[src/spi_pkg.sv]
`default_nettype none

package spi_pkg;

  // command and data widths
  localparam int CMD_W           = 12;
  localparam int RDATA_W         = 8;
  localparam int ADDR_W          = 3;
  localparam int ADDR_PHASE_BITS = 4;   // write flag plus address
  localparam int WRITE_BIT       = 11;

  // timing in clk cycles
  localparam int HALF_PERIOD = 4;       // sclk half period
  localparam int READ_GAP    = 100;     // cs high between address and data frame

  // counter widths derived from the above
  localparam int HP_CNT_W  = $clog2(HALF_PERIOD);
  localparam int BIT_CNT_W = $clog2(CMD_W);
  localparam int GAP_CNT_W = $clog2(READ_GAP);

  typedef logic [CMD_W-1:0]   cmd_t;
  typedef logic [RDATA_W-1:0] rdata_t;
  typedef logic [ADDR_W-1:0]  addr_t;

  // frame sequencer states
  typedef enum logic [2:0] {
    ST_IDLE,
    ST_WRITE,
    ST_RADDR,
    ST_RGAP,
    ST_RDATA,
    ST_FINISH
  } seq_state_t;

endpackage

`default_nettype wire
[src/spi_master_top.sv]
`default_nettype none

module spi_master_top (
  input  logic            clk,
  input  logic            rst_n,
  input  spi_pkg::cmd_t   cmd_in,
  input  logic            cmd_vld,
  input  logic            miso,
  output logic            cmd_rdy,
  output logic            sclk,
  output logic            cs,         // active low
  output logic            mosi,
  output logic            read_vld,
  output spi_pkg::rdata_t read_data
);

  import spi_pkg::*;

  logic tx_load;
  logic tx_shift;
  logic rx_shift;

  spi_sequencer seq_inst (
    .clk        (clk),
    .rst_n      (rst_n),
    .cmd_vld    (cmd_vld),
    .write_flag (cmd_in[WRITE_BIT]),  // only looked at on acceptance
    .cmd_rdy    (cmd_rdy),
    .sclk       (sclk),
    .cs         (cs),
    .tx_load    (tx_load),
    .tx_shift   (tx_shift),
    .rx_shift   (rx_shift),
    .read_vld   (read_vld)
  );

  // command out on mosi with zeros filling from below
  spi_shift_reg #(
    .payload_t (cmd_t)
  ) tx_inst (
    .clk        (clk),
    .rst_n      (rst_n),
    .load       (tx_load),
    .load_value (cmd_in),
    .shift      (tx_shift),
    .serial_in  (1'b0),
    .serial_out (mosi),
    .value      ()
  );

  // read data in from miso and never loaded
  spi_shift_reg #(
    .payload_t (rdata_t)
  ) rx_inst (
    .clk        (clk),
    .rst_n      (rst_n),
    .load       (1'b0),
    .load_value ('0),
    .shift      (rx_shift),
    .serial_in  (miso),
    .serial_out (),
    .value      (read_data)
  );

endmodule

`default_nettype wire

[src/spi_sequencer.sv]
`default_nettype none

module spi_sequencer (
  input  logic clk,
  input  logic rst_n,
  input  logic cmd_vld,
  input  logic write_flag,
  output logic cmd_rdy,
  output logic sclk,
  output logic cs,
  output logic tx_load,
  output logic tx_shift,
  output logic rx_shift,
  output logic read_vld
);

  import spi_pkg::*;

  seq_state_t           state;
  logic [HP_CNT_W-1:0]  hp_cnt;
  logic [BIT_CNT_W-1:0] bit_cnt;
  logic [GAP_CNT_W-1:0] gap_cnt;
  logic                 is_wr;     // command type latched at acceptance

  logic                 accept;
  logic                 in_frame;
  logic                 half_done;
  logic                 bit_done;
  logic                 last_bit;
  logic                 frame_end;
  logic                 gap_done;

  // handshake
  assign cmd_rdy = (state == ST_IDLE);
  assign accept  = cmd_vld & cmd_rdy;
  assign tx_load = accept;            // command sits in the tx register before the first bit

  assign in_frame = (state == ST_WRITE) || (state == ST_RADDR) || (state == ST_RDATA);

  // half_done marks the clk edge where sclk toggles
  assign half_done = in_frame && (hp_cnt == HP_CNT_W'(HALF_PERIOD - 1));
  assign bit_done  = half_done & sclk;    // falling sclk ends a bit
  assign frame_end = bit_done & last_bit;
  assign gap_done  = (gap_cnt == GAP_CNT_W'(READ_GAP - 1));

  // mosi moves on falling sclk and miso is taken on rising sclk
  assign tx_shift = bit_done & ((state == ST_WRITE) || (state == ST_RADDR));
  assign rx_shift = half_done & ~sclk & (state == ST_RDATA);

  // frame length depends on which frame is running
  always_comb
  begin
    case (state)
      ST_WRITE: last_bit = (bit_cnt == BIT_CNT_W'(CMD_W - 1));
      ST_RADDR: last_bit = (bit_cnt == BIT_CNT_W'(ADDR_PHASE_BITS - 1));
      ST_RDATA: last_bit = (bit_cnt == BIT_CNT_W'(RDATA_W - 1));
      default:  last_bit = 1'b0;
    endcase
  end

  // sclk generator that idles low outside a frame (mode 0)
  always_ff @(posedge clk or negedge rst_n)
  begin
    if (!rst_n)
    begin
      hp_cnt <= '0;
      sclk   <= 1'b0;
    end
    else if (!in_frame)
    begin
      hp_cnt <= '0;
      sclk   <= 1'b0;
    end
    else if (half_done)
    begin
      hp_cnt <= '0;
      sclk   <= ~sclk;
    end
    else
    begin
      hp_cnt <= hp_cnt + 1'b1;
    end
  end

  // bits done in the current frame
  always_ff @(posedge clk or negedge rst_n)
  begin
    if (!rst_n)
    begin
      bit_cnt <= '0;
    end
    else if (!in_frame)
    begin
      bit_cnt <= '0;
    end
    else if (bit_done)
    begin
      bit_cnt <= last_bit ? '0 : bit_cnt + 1'b1;
    end
  end

  // cs high time between the two read frames
  always_ff @(posedge clk or negedge rst_n)
  begin
    if (!rst_n)
    begin
      gap_cnt <= '0;
    end
    else if (state != ST_RGAP)
    begin
      gap_cnt <= '0;
    end
    else
    begin
      gap_cnt <= gap_cnt + 1'b1;
    end
  end

  // frame FSM with cs registered alongside the state
  always_ff @(posedge clk or negedge rst_n)
  begin
    if (!rst_n)
    begin
      state    <= ST_IDLE;
      cs       <= 1'b1;
      is_wr    <= 1'b0;
      read_vld <= 1'b0;
    end
    else
    begin
      // one pulse as the sequencer drops back to idle after a read
      read_vld <= (state == ST_FINISH) & ~is_wr;

      case (state)
        ST_IDLE:
        begin
          if (accept)
          begin
            is_wr <= write_flag;
            cs    <= 1'b0;
            state <= write_flag ? ST_WRITE : ST_RADDR;
          end
        end
        ST_WRITE:
        begin
          if (frame_end)
          begin
            cs    <= 1'b1;
            state <= ST_FINISH;
          end
        end
        ST_RADDR:
        begin
          if (frame_end)
          begin
            cs    <= 1'b1;
            state <= ST_RGAP;
          end
        end
        ST_RGAP:
        begin
          if (gap_done)
          begin
            cs    <= 1'b0;  // slave puts its first bit out here
            state <= ST_RDATA;
          end
        end
        ST_RDATA:
        begin
          if (frame_end)
          begin
            cs    <= 1'b1;
            state <= ST_FINISH;
          end
        end
        ST_FINISH:
        begin
          state <= ST_IDLE;
        end
        default:
        begin
          cs    <= 1'b1;
          state <= ST_IDLE;
        end
      endcase
    end
  end

endmodule

`default_nettype wire

[src/spi_shift_reg.sv]
`default_nettype none

module spi_shift_reg #(
  parameter type payload_t = logic [7:0]
) (
  input  logic     clk,
  input  logic     rst_n,
  input  logic     load,
  input  payload_t load_value,
  input  logic     shift,
  input  logic     serial_in,
  output logic     serial_out,
  output payload_t value
);

  payload_t shreg;

  // load wins over shift
  always_ff @(posedge clk or negedge rst_n)
  begin
    if (!rst_n)
    begin
      shreg <= '0;  // keeps mosi low out of reset
    end
    else if (load)
    begin
      shreg <= load_value;
    end
    else if (shift)
    begin
      // msb leaves and a new bit enters at the bottom
      shreg <= (shreg << 1) | payload_t'(serial_in);
    end
  end

  assign serial_out = shreg[$bits(payload_t)-1];
  assign value      = shreg;

endmodule

`default_nettype wire

[config.mk]
export PLATFORM = sky130hd
export DESIGN_NAME = spi_master_top
export DESIGN_NICKNAME = d
export VERILOG_FILES = /design/src/spi_pkg.sv /design/src/spi_master_top.sv /design/src/spi_sequencer.sv /design/src/spi_shift_reg.sv
export SDC_FILE = /design/constraint.sdc
export NUM_CORES = 1
export LEC_CHECK = 0
export BUFFER_PORTS_ARGS = -buffer_cell sky130_fd_sc_hd__buf_2
export CORE_UTILIZATION = 59
export CTS_BUF_LIST = sky130_fd_sc_hd__clkbuf_16
export DETAILED_ROUTE_END_ITERATION = 10
export PLACE_DENSITY = 0.86
export SLEW_MARGIN = 20
export SYNTH_ARGS = -nofsm -noshare
export SYNTH_HDL_FRONTEND = slang
export SYNTH_SLANG_ARGS = --single-unit
[constraint.sdc]
create_clock -name clk -period 4.23 [get_ports clk]
set_input_delay 0.423 -clock clk [delete_from_list [all_inputs] [get_ports clk]]
set_output_delay 0.423 -clock clk [all_outputs]
set_load 0.05 [all_outputs]
---- Word-level counts from Yosys, hierarchy flattened ----
Index checks and enable logic that the tools add are counted.
Widths: inputs -> output; s select.
cells by class
  mux-type cells .......................... 21
  equal/unequal tests ..................... 18
  bitwise operators ....................... 11
  add/subtract/negate cells ............... 3
  reduce and logical (&&, ||, !) cells .... 10
operators with widths
  cell                 count
  $mux 12              2
  $mux 3               4
  $mux 4               3
  $pmux 3 s4           1
  $ne 2x1->1 const B   4
  $or 8x1->8           1
  $reduce_and 4->1     2
  $add 7x1->7 const B  1
  $and 1x1->1          7
  $eq 7x7->1 const B   1
  $mux 7               1
  $eq 3x2->1 const B   2
  $eq 3x3->1 const B   2
  $mux 2               3
  $ne 2x2->1 const B   3
  $mux 1               5
  $add 4x1->4 const B  1
  $eq 4x2->1 const B   1
  $eq 4x3->1 const B   1
  $eq 4x4->1 const B   1
  $pmux 1 s4           1
  $eq 3x1->1 const B   1
  $logic_not 3->1      1
  $ne 3x2->1 const B   1
  10 further kinds     13
storage, ports and cells
  register bits ........................... 40
  word-level logic and storage cells ...... 73

---- Longest topological paths before layout ----
  word-level depth ........................ 8
  mapped depth ............................ 7

---- Modules after synthesis ----
From an unflattened synthesis, not the netlist that was laid out.
second synthesis, totals
  cells, all modules ...................... 200
  area total of the unflattened synthesis .. 2085.8 µm²
modules (own cells, without submodules)
  module                   times used  cells an instance  seq. area each (µm²)  area an instance (µm²)
  spi_sequencer            1           112                501.7                 1144.8
  spi_shift_reg (tx_inst)  1           52                 300.3                 556.8
  spi_shift_reg (rx_inst)  1           35                 200.2                 380.4
  spi_master_top           1           1                  0.0                   3.8

---- Worst setup path before layout ----
OpenSTA, ideal clock, no wires.
  kind .................................... reg2reg
  start ................................... register seq_inst.state[0]
  end ..................................... register tx_inst.shreg, in the netlist tx_inst.value[0]
  stages on the path, launching flop included .. 7
  required time ........................... 4.109 ns
  setup slack ............................. 1.709 ns
  arrival time ............................ 2.401 ns
  clock period less this slack ............ 2.521 ns
  cell sequence ........................... dfrtp_1 > buf_4 > nor3_1 > and2_1 > buf_2 > nor2_2 > a22o_1
on the way
  elaborated cells on any way between the ends .. 12
RTL lines
  element                                       RTL line              RTL
  start: declaration                            spi_sequencer.sv:19   seq_state_t state;
  start signal: assignment                      spi_sequencer.sv:141  state <= write_flag ? ST_WRITE : ST_RADDR;
  $logic_not 3->1 *                             spi_sequencer.sv:34   assign cmd_rdy = (state == ST_IDLE);
  named net cmd_rdy                             spi_master_top.sv:9   output logic cmd_rdy,
  $and 1x1->1 *                                 spi_sequencer.sv:35   assign accept = cmd_vld & cmd_rdy;
  $mux 12 or $reduce_bool 2->1 (tied branches)  n/a
  end signal: assignment                        spi_shift_reg.sv:27   shreg <= load_value;
  end signal: assignment                        spi_shift_reg.sv:32   shreg <= (shreg << 1) | payload_t'(serial_in);
  end: declaration                              spi_shift_reg.sv:16   payload_t shreg;
The timed path passes the listed nets; every way through them passes the cells marked *.
A chain may end at the register's enable or synchronous reset.

---- Worst setup path in the final report ----
  start ................................... register seq_inst.state[2]
  end ..................................... register seq_inst.state[0]
on the way
  longest elaborated chain between the ends .. 8
  elaborated cells on any way between the ends .. 19
ends and longest elaborated chain
  element                                   RTL line                                                        RTL
  $eq 3x1->1 or $eq 3x2->1 (tied branches)  spi_sequencer.sv:38, spi_sequencer.sv:53, spi_sequencer.sv:134
  $logic_or 1x1->1 (2 in series)            spi_sequencer.sv:38                                             assign in_frame = (state == ST_WRITE) || (state == ST_RADDR) || (state == ST_RDATA);
  $logic_and 1x1->1                         spi_sequencer.sv:41                                             assign half_done = in_frame && (hp_cnt == HP_CNT_W'(HALF_PERIOD - 1));
  $and 1x1->1                               spi_sequencer.sv:42                                             assign bit_done = half_done & sclk;
  $and 1x1->1                               spi_sequencer.sv:43                                             assign frame_end = bit_done & last_bit;
  $ne 2x1->1 (no source line)               n/a
  $reduce_and 4->1 (no source line)         n/a
Several ways; a longest one is shown, not always the timed one.

==> out/results.ini <==
[die]
row_count = 20
pin_count = 29
die_w_um = 59.3
start_util = 0.630
die_h_um = 59.3
die_area_mm2 = 0.00352
core_mm2 = 0.00308

[worst_setup_path]
critPathKind = reg2reg
crit_chain = or2_0, o221ai_2, a2111oi_2, o22a_1
worstPathArrival_ps = 2350
critical_path.max_fanout = 18
ff2ff_setup_slack_ps = 2100
setup.worst_path.end_class = flip-flop
cp_slowest_cell = dfrtp_1
crit_path_max_incr_delay_ps = 710
required_ps = 4450
start_kind = flip-flop

[synthesis]
synth_edf_count = 0
synthCells = 182
synth.avg_cell_area_um2 = 10.6
yosysTopAreaCell = dfrtp_1
synth_top_area_share = 0.504
synth_common_cells = dfrtp_1, nand2_1, a22oi_1, mux2_2, nor2_1
yosysUniqueCellTypes = 45
synth_seq_area_share = 0.517
yosys_warnings = 0
async_flop_share = 1.00
syn_area_mm2 = 0.00194
synth_seq_cells = 40
synth_area_leaders = dfrtp_1, nand2_1, mux2_2
synthesis.nets = 201
yosysMostFrequentCell = dfrtp_1
synthFlopType = dfrtp_1

[clock_tree]
cts_sinks = 40
ctsLongestPathBuffers = 2
cts_resized = 0
root_buffer = clkbuf_16
cts_tree = yes
clk_pin_slew_ps = 60
worstSkewPairLatency_ps = 280
cts.hold.buffers_added = 0
htreeDepth = 2
cts_setup_buffers = 0
cts_buffers = 5

[sta]
clock_skew_ps = 5.82
final.period_utilization = 0.503
relSlewSlack = 0.404
setup_viol_count_final = 0
hold_ws_ps = 250
clock.fmax_mhz = 470
slew_violations = 0
hold_violations = 0
final.setup.tns_ps = 0
fin_crit_ps = 2130
worst_pin_slew_ps = 889
rsz0062_at_grt = false

[drt]
vias = 1453
viasPerCell = 5.74
dr.pass1.iters = 4
drc = 0
wire_per_inst_um = 15.2
routed_wirelength_um = 3830
drt-initial-drc-count = 71
ant_nets = 0

[global_route]
grt_use_total = 0.254
grt_pass1_wl_um = 6400
grt_antenna_before_repair = 0
grt_pass1_vias = 1456
grt_remaining_overflow = 0
grt_start_max_net_pins = 41

[placement]
postPlaceCellArea_mm2 = 0.00207
port_buffers = 28
dp.final_hpwl_um = 2680
gp_congestion = 0.809

[cells_and_area]
n_antenna_cell = 0
postLayoutCellArea_mm2 = 0.00221
fill_cells = 215
synthToLayoutAreaGrowth_pct = 14.1
drive_above_1_share = 0.273
fin_nets = 227

[power_and_ir_drop]
ir_drop_mv = 0.274
p_total_uw = 783
leakage_nw = 0.990
pwr_density_cell_mw_per_mm2 = 354

[outcome]
status = complete, no violations

[worst_hold_path]
hold_class = in2async

[job]
cap_violations = 0

-- kinds of logic (layout without fill, tap and decap cells) --
logic type,after synthesis,count (layout),synth area share
XOR/XNOR,6,6,0.0271
AND/OR/NAND/NOR,73,73,0.191
adder cells (fa/ha/maj),3,3,0.0194
buffers and inverters,14,41,0.0433
flip-flops,40,40,0.517
AO/OA/AOI/OAI,35,35,0.140
multiplexers,11,11,0.0620
-- power by group --
part / switching [mW] / internal [mW]
combinational: 0.0237 / 0.00983
clock: 0.144 / 0.217
sequential: 0.00222 / 0.386
total: 0.170 / 0.613
-- cell usage in the layout (no fill, tap or decap), drive strengths merged, types with 2 or more instances in the layout --
cell    netlist  routed
dfrtp        39      39
o21ai         9       9
mux2          8       8
buf           9      28
nand3         5       5
xnor2         3       3
mux2i         3       3
o22a          2       2
nor2          9       9
ha            3       3
a21oi         6       6
inv           5       5
or3           5       5
or2           3       3
nand2        33      33
a211oi        3       3
clkinv        0       3
nor3          5       5
xor2          3       3
nand3b        2       2
a22oi         8       8
nand2b        3       3
nor4          2       2
clkbuf        0       5
-- critical path, delay by kind of cell (launching register included) --
| family | cells | cell delay [ps] |
|---|---|---|
| flops | 1 | 710 |
| simple gates | 1 | 500 |
| compound gates | 3 | 850 |
-- final timing paths --
check / start / end / cells after the start
worst max-delay path: seq_inst.state[2] / seq_inst.state[0] / 4
worst min-delay path: rst_n / seq_inst.hp_cnt[1] / 1
worst max register to register: seq_inst.state[2] / seq_inst.state[0] / 4
worst min register to register: seq_inst.hp_cnt[0] / seq_inst.hp_cnt[0] / 1
max in group asynchronous: rst_n / rx_inst.value[5] / 1
min in group clk: cmd_in[8] / tx_inst.value[8] / 3
-- stage by stage --
step                      instances   util  setup WS (ps)
after floorplan                 182      -           1710
after global placement          245  0.672           2230
after detailed placement        245  0.672           2150
after CTS                       253  0.719           2140
after global routing            253  0.719           1950
final                           253  0.719           2100
-- final cells by class --
class / count / area, um^2 / share of cell area
inverters: 5 / 18.8 / 0.00848
multi-input cells: 128 / 852 / 0.385
clock buffers: 5 / 125 / 0.0566
well taps: 44 / 55.1 / 0.0249
repair buffers: 28 / 140 / 0.0633
flip-flops and latches: 40 / 1000 / 0.453
clock inverters: 3 / 18.8 / 0.00848
-- per-layer routing --
layer | routed length [um] | global-route usage
met1 | 1590 | 0.293
met5 | 0 | 0
met2 | 1920 | 0.419
met4 | 143 | 0.150
met3 | 179 | 0.0742
-- sequential cells by signal (all words and copies together), names as in the netlist, 2 cells and up --
name              cells
seq_inst.gap_cnt      7
seq_inst.bit_cnt      4
seq_inst.hp_cnt       2
rx_inst.value         8
seq_inst.state        3
tx_inst.value        12
(Power assumes the default switching activity.)
